**src/rx_pkt_pkg.sv**
```systemverilog
// beat structs and header word layout, imported by the writer, the sender and the testbench
`default_nettype none

package rx_pkt_pkg;

    //////////////////////////////
    // widths

    localparam int DATA_W = 64;          // one ring word = one stream beat
    localparam int STRB_W = DATA_W / 8;  // byte lanes per beat
    localparam int LEN_W  = 16;          // packet length in bytes

    // length field inside the header word
    localparam int HDR_LEN_LSB = 32;
    localparam int HDR_LEN_MSB = 47;  // LEN_W bits wide

    //////////////////////////////
    // stream beats

    // mac side, nbytes only valid with last
    typedef struct packed {
        logic [DATA_W-1:0] data;
        logic              last;    // final beat of the packet
        logic [3:0]        nbytes;  // 1..8 valid bytes on the last beat
    } rx_beat_t;

    // backend side
    typedef struct packed {
        logic [DATA_W-1:0] data;
        logic [STRB_W-1:0] strb;  // all ones except on the last beat
        logic [LEN_W-1:0]  user;  // packet length, same on every beat
        logic              last;
    } bkd_beat_t;

endpackage

`default_nettype wire

```
**src/ibuf_pkg.sv**
```systemverilog
// FSM encodings for the ring writer and the backend sender, and the default ring size
`default_nettype none

package ibuf_pkg;

    localparam int IBUF_BW_DEF = 9;  // ring holds 2**BW words

    // writer, one pass per packet
    typedef enum logic [1:0] {
        HDR_RESERVE,  // skip one slot for the length header
        DATA,         // payload beats go in
        HDR_WRITE,    // length into the reserved slot
        COMMIT        // publish producer pointer
    } wr_state_t;

    // sender
    typedef enum logic [3:0] {
        IDLE,       // out of reset
        WAIT_HDR,   // wait for a committed packet
        DECODE,     // header on the read port
        FIRST,      // first data word on the read port
        STREAM,     // beat out, next word prefetched
        HOLD,       // back-pressure, prefetched word parked in skid
        LAST,       // last beat out
        DRAIN,      // ring ran dry mid packet, flush current beat
        WAIT_DATA,  // valid low until producer moves
        RESUME      // refetched word on the read port
    } snd_state_t;

endpackage

`default_nettype wire

```
**src/ibuf2bkd.sv**
```systemverilog
// backend sender, reads committed packets out of the ring and streams them with strobes and length
`timescale 1ns/1ps
`default_nettype none

module ibuf2bkd
    import ibuf_pkg::*;
    import rx_pkt_pkg::*;
#(
    parameter int BW = IBUF_BW_DEF
) (
    input  wire              clk,
    input  wire              rst,

    // ring read port
    output logic [BW-1:0]    rd_addr_o,
    input  wire [DATA_W-1:0] rd_data_i,

    // pointer exchange with the writer
    input  wire [BW:0]       committed_prod_i,
    output logic [BW:0]      committed_cons_o,

    // backend stream
    output bkd_beat_t        bkd_o,
    output logic             bkd_valid_o,
    input  wire              bkd_ready_i
);

    localparam int QW_W = LEN_W - 2;  // quad-word count of a max length packet

    snd_state_t        state;
    logic [BW:0]       rd_ptr;     // next word to read, doubles as consumer pointer
    logic [BW:0]       avail;      // committed words not read yet
    logic [LEN_W-1:0]  len;
    logic [LEN_W-1:0]  hdr_len;
    logic [QW_W-1:0]   hdr_qw;
    logic [QW_W-1:0]   iss_left;   // data words still to fetch for this packet
    logic [STRB_W-1:0] last_strb;
    logic [DATA_W-1:0] skid;       // prefetched word parked under back-pressure
    logic [DATA_W-1:0] load_word;
    logic              load;       // a new beat goes onto the output this cycle
    bkd_beat_t         beat_q;
    logic              valid_q;

    assign avail            = committed_prod_i - rd_ptr;
    assign rd_addr_o        = rd_ptr[BW-1:0];
    assign committed_cons_o = rd_ptr;
    assign bkd_o            = beat_q;
    assign bkd_valid_o      = valid_q;

    //////////////////////////////
    // header decode, valid while in DECODE
    assign hdr_len = rd_data_i[HDR_LEN_MSB:HDR_LEN_LSB];
    assign hdr_qw  = QW_W'(hdr_len[LEN_W-1:3]) + QW_W'(hdr_len[2:0] != 3'd0);  // round up

    // beat load, from the read port or from the skid
    assign load_word = (state == HOLD) ? skid : rd_data_i;
    assign load      = (state == FIRST) || (state == RESUME)
                    || (((state == STREAM) || (state == HOLD)) && bkd_ready_i);

    //////////////////////////////
    // sender FSM
    always_ff @(posedge clk) begin
        if (rst) begin
            state   <= IDLE;
            rd_ptr  <= '0;
            valid_q <= 1'b0;
        end else if (load) begin
            valid_q      <= 1'b1;
            beat_q.data  <= load_word;
            beat_q.user  <= len;
            if (iss_left == '0) begin  // nothing left to fetch, this is the last word
                beat_q.strb <= last_strb;
                beat_q.last <= 1'b1;
                state       <= LAST;
            end else begin
                beat_q.strb <= '1;
                beat_q.last <= 1'b0;
                if (avail != '0) begin  // prefetch next word
                    rd_ptr   <= rd_ptr + 1'b1;
                    iss_left <= iss_left - 1'b1;
                    state    <= STREAM;
                end else begin
                    state <= DRAIN;  // producer behind
                end
            end
        end else begin
            case (state)
                IDLE: state <= WAIT_HDR;
                WAIT_HDR: begin
                    if (avail >= (BW+1)'(2)) begin  // header plus data committed
                        rd_ptr <= rd_ptr + 1'b1;
                        state  <= DECODE;
                    end
                end
                DECODE: begin
                    len       <= hdr_len;
                    last_strb <= (hdr_len[2:0] == 3'd0) ? '1 : ~(8'hff << hdr_len[2:0]);
                    iss_left  <= hdr_qw - 1'b1;  // first word fetched now
                    rd_ptr    <= rd_ptr + 1'b1;
                    state     <= FIRST;
                end
                STREAM: begin  // ready low, read port moves on next cycle
                    skid  <= rd_data_i;
                    state <= HOLD;
                end
                LAST: begin
                    if (bkd_ready_i) begin
                        valid_q     <= 1'b0;
                        beat_q.last <= 1'b0;
                        if (avail >= (BW+1)'(2)) begin  // back to back, header fetch now
                            rd_ptr <= rd_ptr + 1'b1;
                            state  <= DECODE;
                        end else begin
                            state <= WAIT_HDR;
                        end
                    end
                end
                DRAIN: begin
                    if (bkd_ready_i) begin
                        valid_q <= 1'b0;
                        state   <= WAIT_DATA;
                    end
                end
                WAIT_DATA: begin
                    if (avail != '0) begin
                        rd_ptr   <= rd_ptr + 1'b1;
                        iss_left <= iss_left - 1'b1;
                        state    <= RESUME;
                    end
                end
                HOLD: begin
                    // parked until ready, load takes the skid word
                end
                default: state <= IDLE;
            endcase
        end
    end

    //////////////////////////////
    // checks

    // beat held under back-pressure
    assert property (@(posedge clk) disable iff (rst)
        (valid_q && !bkd_ready_i) |=> (valid_q && $stable(beat_q)));

    // consumer never overtakes producer, gap stays within the ring
    assert property (@(posedge clk) disable iff (rst)
        avail <= (BW+1)'(2**BW));

endmodule

`default_nettype wire

```
**config.mk**
```make
export PLATFORM = sky130hd
export DESIGN_NAME = ibuf2bkd
export DESIGN_NICKNAME = d
export VERILOG_FILES = /design/src/rx_pkt_pkg.sv /design/src/ibuf_pkg.sv /design/src/ibuf2bkd.sv
export SDC_FILE = /design/constraint.sdc
export NUM_CORES = 1
export LEC_CHECK = 0
export BUFFER_PORTS_ARGS = -buffer_cell sky130_fd_sc_hd__buf_4
export CORE_AREA = 2 2 177 110
export CTS_CLUSTER_DIAMETER = 80
export DETAILED_ROUTE_END_ITERATION = 8
export DIE_AREA = 0 0 179 112
export GPL_ROUTABILITY_DRIVEN = 0
export GPL_TIMING_DRIVEN = 0
export HOLD_SLACK_MARGIN = 0.02
export PLACE_DENSITY = 0.77
export SYNTH_ARGS = -nofsm -noshare
export SYNTH_HDL_FRONTEND = slang
export SYNTH_SLANG_ARGS = --single-unit
```
**constraint.sdc**
```tcl
create_clock -name clk -period 9.06 [get_ports clk]
set_clock_uncertainty 0.15 [all_clocks]
set_input_delay 1.359 -clock clk [delete_from_list [all_inputs] [get_ports clk]]
set_output_delay 1.359 -clock clk [all_outputs]
set_load 0.005 [all_outputs]
```
==> reports/metrics.csv <==
stage,metric,value,unit
outcome,run_status,finished clean,
grt,grt_antenna_before_repair,0,
route,drc,0,
route,finalWirelength,20000,um
setup_path,crit_fanout,10,
cts,ctsResizeCount,0,
placed_design,io_buffers,183,
worst_hold_path,hold_class,reg -> reg,
timing,period_needed,3.95,ns
grt,grt_overflow_total,0,
yosys,synth_adder_area_share,2.07,%
setup_path,r2r_cells,11,
yosys,yosysWarnings,0,
setup_path,required,9.12,ns
worst_hold_path,hp-start,len[11],
cts,cts_setup_buffers,0,
timing,maxSlewHeadroom,41.5,%
power,power_frac_seq,50.7,%
cts,cts_max_level,1,
timing,worstMarginPinSlew,0.875,ns
yosys,yosys_most_used_dff,edfxtp_1,
setup_path,cp-start-kind,input port,
timing,fin_setup_tns,0,ns
finish,area_delta_synth_final,28.5,%
timing,finalCritPeriodShare,43.5,%
grt,grt_pass1_wl,30900,um
yosys,synth_cell_type_count,61,
yosys,synth_compound_area_share,6.15,%
setup_path,endpoint_kind,flip-flop,
grt,gr-usage-all-layers,19.8,%
setup_path,worst-setup-path-type,in -> reg,
finish,nets,926,
yosys,synthMuxAreaShare,8.36,%
setup_path,rrSetupSlack,5.64,ns
die,dieHeight,112,um
yosys,yosysSeqAreaShare,68.3,%
cts,cts_hold_buf,0,
power,comb_power_share,10.9,%
worst_hold_path,min_to,bkd_o[12],
route,dr.pass1.iters,5,
cts,cts_made_buffers,20,
power,total_leakage_power,4.17,nW
timing,hold_ws,0.268,ns
route,ant_nets,0,
yosys,synth-edff-count,191,
setup_path,reg2reg_from,committed_cons_o[1],
die,rows,39,
timing,drv_slew,0,
yosys,async_reset_ff_share,0,%
yosys,synth-simple-area-share,9.31,%
cts,root_buffer,clkbuf_16,
setup_path,cp.arrival,4.01,ns
finish,postLayoutCoreUtil,61.4,%
finish,antennaDiodeCount,0,
yosys,synth-xor-area-share,3.07,%
timing,fin_ws,5.11,ns
grt,first_global_vias,5600,
yosys,synth_area,0.00883,sq mm
die,coreArea,0.0185,sq mm
yosys,synth_top_family_by_area,simple AND/OR/NAND/NOR gates,
setup_path,r2r_end,iss_left[7],
power,internal-power,0.00168,W
cts,clk_pin_slew_worst_paths,0.07,ns
die,ios,186,
yosys,synth_fp_nets,706,
route,wl_per_cell,18.2,um
yosys,syn_inst,615,
finish,drive_above_1_share,37.3,%
finish,fillers,1426,
timing,final-setup-viol-count,0,
cts,cts_tree,yes,
cts,cts_buffer_depth,3,
placed_design,dp_slack,4.64,ns
job,cap_violations,0,
timing,hold_viol_final,0,
route,drt_iter0_drc,596,
die,dieArea,0.0200,sq mm
power,power.switching,0.000481,W
power,p_sw_share,22.2,%
cts,clk_latency,0.48,ns
die,die_width,179,um
route,vias,5818,
yosys,synth.avg_cell_area,14.4,sq um
power,vdd_drop_max,0.157,mV
power,clkPwrFrac,38.5,%
die,start_util,47.8,%
cts,cts_sinks,206,
timing,rsz0062_at_grt,no,
route,via_per_inst,5.31,
yosys,synth_seq_cells,206,
worst_hold_path,min_path_cells,0,
timing,fmax,0.253,GHz
placed_design,place_hpwl,14800,um
grt,grt_max_degree,36,
power,pwr_density_cell,191,mW/mm^2
power,total_power,0.00217,W
[registers in the layout (all words and copies together), names as in the netlist]
signal            count
bkd_o                89
skid                 64
len                  16
iss_left             14
committed_cons_o     10
last_strb             8
state                 4
bkd_valid_o           1
[kinds of logic after synthesis]
group / count (synthesis)
compound gates: 86
xor+xnor: 31
fa+ha+maj: 14
buf+inv: 51
flops: 206
mux: 66
other cells: 1
simple gates: 160
[critical path, cell delays in order]
cell	delay, ns
buf_4	0.08
inv_1	0.03
ha_1	0.23
fa_1	0.41
nor2b_1	0.18
o2111ai_1	0.16
and4b_1	0.26
a211oi_2	0.20
nand4_1	0.31
clkbuf_1	0.35
nand2_1	0.17
xor2_1	0.17
o21ai_0	0.10
[synthesized netlist by cell type (all sizes together) (2+ instances only)]
cell type | number | area share (%)
nor4b | 2 | 0.20
or4 | 5 | 0.47
nor2 | 34 | 1.4
o211ai | 2 | 0.17
nor2b | 7 | 0.50
a211o | 2 | 0.20
clkbuf | 11 | 0.47
buf | 18 | 1.3
o21ai | 26 | 1.5
a31oi | 4 | 0.35
nand3 | 16 | 0.91
a21o | 2 | 0.17
xor2 | 26 | 2.6
nand2b | 15 | 1.1
mux2 | 62 | 7.9
o21a | 2 | 0.17
a211oi | 4 | 0.45
a21oi | 29 | 1.6
and3 | 2 | 0.14
edfxtp | 191 | 65
xnor2 | 5 | 0.50
nand2 | 44 | 1.9
ha | 13 | 1.8
nor3 | 12 | 0.86
dfxtp | 15 | 3.4
nand4 | 3 | 0.28
o31ai | 3 | 0.31
o2111ai | 3 | 0.30
o31a | 2 | 0.20
nor4 | 5 | 0.35
or3 | 9 | 0.69
mux2i | 4 | 0.45
inv | 22 | 0.93
[per-layer routing]
layer / vias up / track usage, % / share of wire [%]
li1: 2740 / - / -
met1: 2821 / 30.4 / 47
met2: 220 / 28.7 / 44
met3: 37 / 4.34 / 6.5
met4: 0 / 4.99 / 2.5
met5: - / 0 / 0
[power by group through the flow]
stage / registers, W / logic (W) / clock network (W)
floorplan: 0.00112 / 0.000125 / 0
global placement: 0.00112 / 0.000219 / 0
detailed placement: 0.00112 / 0.000233 / 0
CTS: 0.00110 / 0.000234 / 0.000855
global route: 0.00110 / 0.000258 / 0.000896
finish: 0.00110 / 0.000235 / 0.000833
[metrics by stage]
| step | cells | cell area [sq um] |
|---|---|---|
| 2_1_floorplan | 615 | 8830 |
| 3_3_place_gp | 1044 | 10500 |
| 3_5_place_dp | 1059 | 10700 |
| 4_1_cts | 1095 | 11400 |
| 5_1_grt | 1095 | 11400 |
| 6_report | 1095 | 11400 |
[cell usage in the layout (no fill, tap or decap), drive strengths merged, types with 3 or more instances in the layout]
cell type  Yosys  layout
o31ai          3       3
nand2         44      44
a21oi         29      29
inv           22      22
xnor2          5       5
nor3          12      12
o2111ai        3       3
clkbuf        11      37
nor2          34      34
clkinv         0       7
nor4           5       5
o21ai         26      26
edfxtp       191     191
buf           18     216
mux2i          4       4
a31oi          4       4
xor2          26      26
nand4          3       3
mux2          62      62
a211oi         4       4
nand2b        15      15
dfxtp         15      15
nand3         16      16
nor2b          7       7
or4            5       5
or3            9       9
ha            13      13
[worst max-delay path by stage]
stage | start | end | slack [ns] | depth (start not counted)
global placement | bkd_ready_i | skid[58] | -4.03 | 2
detailed placement | committed_prod_i[0] | iss_left[8] | 4.64 | 13
floorplan | bkd_ready_i | skid[0] | 0.02 | 2
finish | committed_prod_i[0] | iss_left[7] | 5.11 | 13
global route | committed_prod_i[0] | iss_left[6] | 4.86 | 13
CTS | committed_prod_i[0] | iss_left[6] | 5.16 | 13
[final cells by class]
cell class | instances | area (sq um) | area share [%]
clock buffers | 26 | 564 | 4.97
flip-flops and latches | 206 | 6040 | 53.2
clock inverters | 10 | 103 | 0.904
multi-input cells | 358 | 2590 | 22.8
well taps | 246 | 308 | 2.71
inverters | 22 | 82.6 | 0.727
plain buffers | 29 | 154 | 1.36
repair buffers | 198 | 1520 | 13.4
Power figures use the tool's default switching activity.
