$ cat config.mk
export PLATFORM = sky130hd
export DESIGN_NAME = mac2ibuf
export DESIGN_NICKNAME = d
export VERILOG_FILES = /design/src/rx_pkt_pkg.sv /design/src/ibuf_pkg.sv /design/src/mac2ibuf.sv
export SDC_FILE = /design/constraint.sdc
export NUM_CORES = 1
export LEC_CHECK = 0
export BUFFER_PORTS_ARGS = -buffer_cell sky130_fd_sc_hd__buf_2
export CAP_MARGIN = 40
export CORE_UTILIZATION = 45
export CTS_BUF_LIST = sky130_fd_sc_hd__clkbuf_4 sky130_fd_sc_hd__clkbuf_8
export DETAILED_ROUTE_END_ITERATION = 10
export GPL_ROUTABILITY_DRIVEN = 0
export PLACE_DENSITY = 0.78
export SYNTH_ARGS = -nofsm -noshare
export SYNTH_HDL_FRONTEND = slang
export SYNTH_SLANG_ARGS = --single-unit
$ cat constraint.sdc
create_clock -name clk -period 4 [get_ports clk]
set_input_delay 0.4 -clock clk [delete_from_list [all_inputs] [get_ports clk]]
set_output_delay 0.4 -clock clk [all_outputs]
set_load 0.02 [all_outputs]
$ cat src/rx_pkt_pkg.sv
// beat structs and header word layout, imported by the writer, the sender and the testbench
`default_nettype none

package rx_pkt_pkg;

    //////////////////////////////
    // widths

    localparam int DATA_W = 64;          // one ring word = one stream beat
    localparam int STRB_W = DATA_W / 8;  // byte lanes per beat
    localparam int LEN_W  = 16;          // packet length in bytes

    // length field inside the header word
    localparam int HDR_LEN_LSB = 32;
    localparam int HDR_LEN_MSB = 47;  // LEN_W bits wide

    //////////////////////////////
    // stream beats

    // mac side, nbytes only valid with last
    typedef struct packed {
        logic [DATA_W-1:0] data;
        logic              last;    // final beat of the packet
        logic [3:0]        nbytes;  // 1..8 valid bytes on the last beat
    } rx_beat_t;

    // backend side
    typedef struct packed {
        logic [DATA_W-1:0] data;
        logic [STRB_W-1:0] strb;  // all ones except on the last beat
        logic [LEN_W-1:0]  user;  // packet length, same on every beat
        logic              last;
    } bkd_beat_t;

endpackage

`default_nettype wire

$ cat src/ibuf_pkg.sv
// FSM encodings for the ring writer and the backend sender, and the default ring size
`default_nettype none

package ibuf_pkg;

    localparam int IBUF_BW_DEF = 9;  // ring holds 2**BW words

    // writer, one pass per packet
    typedef enum logic [1:0] {
        HDR_RESERVE,  // skip one slot for the length header
        DATA,         // payload beats go in
        HDR_WRITE,    // length into the reserved slot
        COMMIT        // publish producer pointer
    } wr_state_t;

    // sender
    typedef enum logic [3:0] {
        IDLE,       // out of reset
        WAIT_HDR,   // wait for a committed packet
        DECODE,     // header on the read port
        FIRST,      // first data word on the read port
        STREAM,     // beat out, next word prefetched
        HOLD,       // back-pressure, prefetched word parked in skid
        LAST,       // last beat out
        DRAIN,      // ring ran dry mid packet, flush current beat
        WAIT_DATA,  // valid low until producer moves
        RESUME      // refetched word on the read port
    } snd_state_t;

endpackage

`default_nettype wire

$ cat src/mac2ibuf.sv
// ring writer, takes mac beats, writes them behind a header slot and publishes the producer pointer
`timescale 1ns/1ps
`default_nettype none

module mac2ibuf
    import ibuf_pkg::*;
    import rx_pkt_pkg::*;
#(
    parameter int BW = IBUF_BW_DEF
) (
    input  wire              clk,
    input  wire              rst,

    // mac side stream
    input  wire rx_beat_t    in_i,
    input  wire              in_valid_i,
    output logic             in_ready_o,

    // ring write port
    output logic             wr_en_o,
    output logic [BW-1:0]    wr_addr_o,
    output logic [DATA_W-1:0] wr_data_o,

    // pointer exchange with the sender
    output logic [BW:0]      committed_prod_o,
    input  wire [BW:0]       committed_cons_i
);

    localparam int RING_WORDS = 2**BW;

    wr_state_t         state;
    logic [BW:0]       wr_ptr;    // next free word, one bit wider than the address
    logic [BW:0]       hdr_ptr;   // slot kept for the header of the current packet
    logic [LEN_W-1:0]  byte_cnt;  // bytes of the packet so far
    logic [BW:0]       used;      // words not yet freed by the sender
    logic [BW:0]       free;
    logic [BW:0]       wr_tgt;    // full pointer of the word written this cycle
    logic [DATA_W-1:0] hdr_word;
    logic              beat_ok;   // beat transfer

    //////////////////////////////
    // space and handshake
    assign used       = wr_ptr - committed_cons_i;
    assign free       = (BW+1)'(RING_WORDS) - used;
    assign in_ready_o = (state == DATA) && (free >= (BW+1)'(2));  // keep 1 word of margin
    assign beat_ok    = in_valid_i && in_ready_o;

    // header, only the length field is populated
    always_comb begin
        hdr_word = '0;
        hdr_word[HDR_LEN_MSB:HDR_LEN_LSB] = byte_cnt;
    end

    // write port, data beats straight through, header into the kept slot
    assign wr_en_o   = beat_ok || (state == HDR_WRITE);
    assign wr_tgt    = (state == HDR_WRITE) ? hdr_ptr : wr_ptr;
    assign wr_addr_o = wr_tgt[BW-1:0];
    assign wr_data_o = (state == HDR_WRITE) ? hdr_word : in_i.data;

    //////////////////////////////
    // writer FSM
    always_ff @(posedge clk) begin
        if (rst) begin
            state            <= HDR_RESERVE;
            wr_ptr           <= '0;
            committed_prod_o <= '0;
        end else begin
            case (state)
                HDR_RESERVE: begin
                    hdr_ptr  <= wr_ptr;
                    wr_ptr   <= wr_ptr + 1'b1;  // header slot skipped
                    byte_cnt <= '0;
                    state    <= DATA;
                end
                DATA: begin
                    if (beat_ok) begin
                        wr_ptr <= wr_ptr + 1'b1;
                        if (in_i.last) begin
                            byte_cnt <= byte_cnt + LEN_W'(in_i.nbytes);
                            state    <= HDR_WRITE;
                        end else begin
                            byte_cnt <= byte_cnt + LEN_W'(8);  // full beat
                        end
                    end
                end
                HDR_WRITE: begin
                    state <= COMMIT;  // header write happens on the port this cycle
                end
                COMMIT: begin
                    committed_prod_o <= wr_ptr;  // whole packet visible at once
                    state            <= HDR_RESERVE;
                end
                default: state <= HDR_RESERVE;
            endcase
        end
    end

    //////////////////////////////
    // checks

    // any write target must sit in space the sender has already given back
    assert property (@(posedge clk) disable iff (rst)
        wr_en_o |-> ((BW+1)'(wr_tgt - committed_cons_i) < (BW+1)'(RING_WORDS)));

    // byte count on the last beat from the mac side
    assert property (@(posedge clk) disable iff (rst)
        (beat_ok && in_i.last) |-> (in_i.nbytes inside {[4'd1:4'd8]}));

endmodule

`default_nettype wire

==> impl_metrics.xml <==
<?xml version="1.0" encoding="UTF-8"?>
<metrics>
  <group name="power_and_ir_drop">
    <metric name="netSwitchingFraction" unit="">0.438</metric>
    <metric name="power_density" unit="nW/um^2">552</metric>
    <metric name="total_switching_power" unit="uW">1090</metric>
    <metric name="clock_network_power_share" unit="">0.143</metric>
    <metric name="comb_power_share" unit="">0.557</metric>
    <metric name="int_pwr" unit="uW">1400</metric>
    <metric name="share_seq_of_total_power" unit="">0.300</metric>
    <metric name="power.static_leakage" unit="uW">0.00211</metric>
    <metric name="vdd_ir_drop_max" unit="mV">0.294</metric>
  </group>
  <group name="worst_setup_path">
    <metric name="cp-end-kind" unit="">output pin</metric>
    <metric name="crit_type" unit="">flop to output pin</metric>
    <metric name="critical_path.max_fanout" unit="">7</metric>
    <metric name="sequence_of_cells_on_the_critical_path" unit="">inv_1, ha_1, ha_1, inv_1, fa_1, xor2_1, o2111ai_1, a31oi_1, o21ai_1, nor4b_1, nor2b_1, a21o_1, buf_2</metric>
    <metric name="slowest_delay" unit="ns">0.44</metric>
    <metric name="reg2reg_slack" unit="ns">0.54</metric>
    <metric name="startpoint_type" unit="">flop</metric>
    <metric name="cp.required" unit="ns">3.60</metric>
    <metric name="slowest_stage" unit="">sky130_fd_sc_hd__fa_1</metric>
    <metric name="worst_ep_arrival_time" unit="ns">3.28</metric>
  </group>
  <group name="routing">
    <metric name="post_detailed_route_via_to_cell_ratio" unit="">5.06</metric>
    <metric name="firstDrtPassIters" unit="">4</metric>
    <metric name="drc" unit="">0</metric>
    <metric name="routed_wirelength" unit="um">8530</metric>
    <metric name="ant_nets" unit="">0</metric>
    <metric name="met3WireLength" unit="um">463</metric>
    <metric name="met2RoutedLength" unit="um">4270</metric>
    <metric name="top_layer" unit="">met4</metric>
    <metric name="m1WireLength" unit="um">3680</metric>
    <metric name="wire_per_inst" unit="um">13.5</metric>
    <metric name="route.vias.total" unit="">3185</metric>
    <metric name="drt_iter0_markers" unit="">138</metric>
  </group>
  <group name="final_layout">
    <metric name="final.fill_count" unit="">628</metric>
    <metric name="top_library_cells_by_usage_in_the_layout_fill_and_taps_aside" unit="">166 x sky130_fd_sc_hd__buf_2, 55 x sky130_fd_sc_hd__nor2b_1, 31 x sky130_fd_sc_hd__nor2_1</metric>
    <metric name="n_antenna_cell" unit="">0</metric>
    <metric name="final_net_count" unit="">641</metric>
    <metric name="area.growth.synth_to_final" unit="%">30.7</metric>
    <metric name="most_frequent_standard_cell_in_the_layout_excluding_fill_and_tap_cells" unit="">sky130_fd_sc_hd__buf_2</metric>
    <metric name="drive_gt1_frac" unit="">0.392</metric>
    <metric name="finalNonFillerCells" unit="">630</metric>
    <metric name="finalCoreUtilization" unit="">0.616</metric>
  </group>
  <group name="cts">
    <metric name="clkSinkCount" unit="">47</metric>
    <metric name="cts_tree" unit="">done</metric>
    <metric name="clk-insertion-delay-late" unit="ns">0.30</metric>
    <metric name="cts-root-buf" unit="">sky130_fd_sc_hd__clkbuf_8</metric>
    <metric name="numCtsBuffers" unit="">5</metric>
    <metric name="post_cts_resize_count" unit="">0</metric>
    <metric name="postCtsHoldBufs" unit="">0</metric>
    <metric name="number_of_buffers_on_the_longest_clock_path" unit="">2</metric>
    <metric name="clk_transition_reported_paths" unit="ns">0.08</metric>
    <metric name="htree_levels" unit="">2</metric>
    <metric name="post_cts_buffers" unit="">0</metric>
  </group>
  <group name="run">
    <metric name="maxCapViolCount" unit="">0</metric>
  </group>
  <group name="synth">
    <metric name="synth-edff-count" unit="">25</metric>
    <metric name="yosys_register_bits" unit="">47</metric>
    <metric name="ys_dominant_reg_cell" unit="">sky130_fd_sc_hd__edfxtp_1</metric>
    <metric name="synth_sequential_area_ratio" unit="">0.345</metric>
    <metric name="ys.warnings.count" unit="">0</metric>
    <metric name="syn-instance-count" unit="">369</metric>
    <metric name="synth_cell_type_count" unit="">45</metric>
    <metric name="synthesis.area" unit="sq um">3460</metric>
    <metric name="synth_area_per_cell" unit="sq um">9.37</metric>
    <metric name="synth_async_sr_flop_share" unit="">0</metric>
    <metric name="synthesis.nets" unit="">480</metric>
  </group>
  <group name="global_routing">
    <metric name="antenna_found_initial" unit="">0</metric>
    <metric name="grt_pass1_vias" unit="">2792</metric>
    <metric name="grt_overflow" unit="">0</metric>
    <metric name="global_route.usage.total" unit="">0.199</metric>
    <metric name="maximum_number_of_pins_on_one_net_before_global_route_repair" unit="">37</metric>
    <metric name="global_route_wire_length_before_repair" unit="um">12400</metric>
  </group>
  <group name="timing">
    <metric name="min_period_over_period" unit="">0.920</metric>
    <metric name="rsz_0062_raised_after_global_routing" unit="">false</metric>
    <metric name="crit_path_time_final" unit="ns">3.68</metric>
    <metric name="timing.final.hold_violations" unit="">0</metric>
    <metric name="tightest_slew" unit="ns">0.660</metric>
    <metric name="timing.setup.tns" unit="ns">0</metric>
    <metric name="clock_skew" unit="ns">0.0115</metric>
    <metric name="max_transition_viols_final" unit="">0</metric>
    <metric name="timing.slew.headroom" unit="">0.560</metric>
    <metric name="achievable-frequency" unit="GHz">0.272</metric>
    <metric name="timing.final.setup_violations" unit="">0</metric>
  </group>
  <group name="floorplan">
    <metric name="ioPinCount" unit="">167</metric>
    <metric name="rows" unit="">31</metric>
    <metric name="die_width" unit="um">89.6</metric>
    <metric name="core_box_area" unit="sq um">7330</metric>
    <metric name="fp.dieH" unit="um">89.6</metric>
    <metric name="floorplan.die_area" unit="sq um">8030</metric>
    <metric name="effective_utilization_at_floorplan" unit="">0.471</metric>
  </group>
  <group name="status">
    <metric name="run_status" unit="">complete, no violations</metric>
  </group>
  <group name="placement">
    <metric name="buffer_ports.inserted" unit="">166</metric>
    <metric name="hpwlAfterDp" unit="um">6650</metric>
    <metric name="dp.cells" unit="">621</metric>
  </group>
  <group name="min_path">
    <metric name="hold_class" unit="">flop to flop</metric>
  </group>
</metrics>
flip-flops by register name, indices dropped and copies added, names as in the netlist:
| register | count |
|---|---|
| wr_ptr | 10 |
| hdr_ptr | 9 |
| byte_cnt | 16 |
| committed_prod_o | 10 |
| state | 2 |
metal layers:
layer  GRT usage  vias up
li1            -     1589
met1       0.254     1471
met2       0.353      111
met3      0.0302       14
met4      0.0505        0
met5           0        -
synth_stat cells, types with 9 or more instances:
| cell type | number | area (sq um) |
|---|---|---|
| sky130_fd_sc_hd__mux2_2 | 18 | 203 |
| sky130_fd_sc_hd__nor2b_1 | 55 | 344 |
| sky130_fd_sc_hd__dfxtp_1 | 22 | 440 |
| sky130_fd_sc_hd__a21oi_1 | 10 | 50.1 |
| sky130_fd_sc_hd__clkbuf_1 | 13 | 48.8 |
| sky130_fd_sc_hd__edfxtp_1 | 25 | 751 |
| sky130_fd_sc_hd__xnor2_1 | 14 | 123 |
| sky130_fd_sc_hd__ha_1 | 27 | 338 |
| sky130_fd_sc_hd__mux2i_1 | 16 | 160 |
| sky130_fd_sc_hd__o21ai_0 | 16 | 80.1 |
| sky130_fd_sc_hd__nor2_1 | 31 | 116 |
| sky130_fd_sc_hd__inv_1 | 24 | 90.1 |
| sky130_fd_sc_hd__and2_1 | 9 | 56.3 |
| sky130_fd_sc_hd__nand2_1 | 17 | 63.8 |
critical path: cells and delay by family (launching register included):
family                     cells  cell delay, ns
buffers and inverters          3            0.30
and+or+nand+nor                2            0.47
DFF                            1            0.43
AOI/OAI and AO/OA              4            0.69
xor gates and xnor gates       1            0.19
adders and majority gates      3            0.91
cell families (layout without fill, tap and decap cells):
logic type | count (synthesis) | after routing | synth area share
xor gates and xnor gates | 19 | 19 | 0.0482
DFF | 47 | 47 | 0.345
adders and majority gates | 29 | 29 | 0.109
buffers and inverters | 40 | 202 | 0.0434
muxes | 36 | 36 | 0.113
and+or+nand+nor | 143 | 143 | 0.235
AOI/OAI and AO/OA | 55 | 55 | 0.107
final timing paths:
kind                            start             endpoint  cells past startpoint
setup / recovery            wr_ptr[1]              wr_en_o                     13
hold / removal    committed_prod_o[7]  committed_prod_o[7]                      2
setup reg to reg            wr_ptr[1]          byte_cnt[4]                     13
hold reg to reg   committed_prod_o[7]  committed_prod_o[7]                      2
final cells by class:
cell class | count | area [sq um] | share of cell area
timing repair buffer | 170 | 881 | 0.195
inverter | 24 | 90.1 | 0.0199
clock inverter | 1 | 30.0 | 0.00665
clock buffer | 7 | 83.8 | 0.0186
multi-input combinational | 282 | 2120 | 0.469
tap | 99 | 124 | 0.0274
sequential | 47 | 1190 | 0.264
power groups by stage:
stage | logic (uW) | clock network (uW) | registers, uW
2_1_floorplan | 979 | 0 | 730
3_3_place_gp | 1310 | 0 | 753
3_5_place_dp | 1380 | 0 | 758
4_1_cts | 1390 | 360 | 749
5_1_grt | 1520 | 380 | 765
6_report | 1390 | 357 | 748
metrics by stage:
step | setup WS, ns | cell area [sq um] | hold WS (ns) | total power (uW)
2_1_floorplan | 0.525 | 3460 | 0.473 | 1710
3_3_place_gp | 0.751 | 4370 | 0.474 | 2070
3_5_place_dp | 0.606 | 4400 | 0.481 | 2140
4_1_cts | 0.334 | 4510 | 0.504 | 2500
5_1_grt | 0.112 | 4520 | 0.520 | 2670
6_report | 0.320 | 4520 | 0.497 | 2490
(Power assumes the default switching activity.)
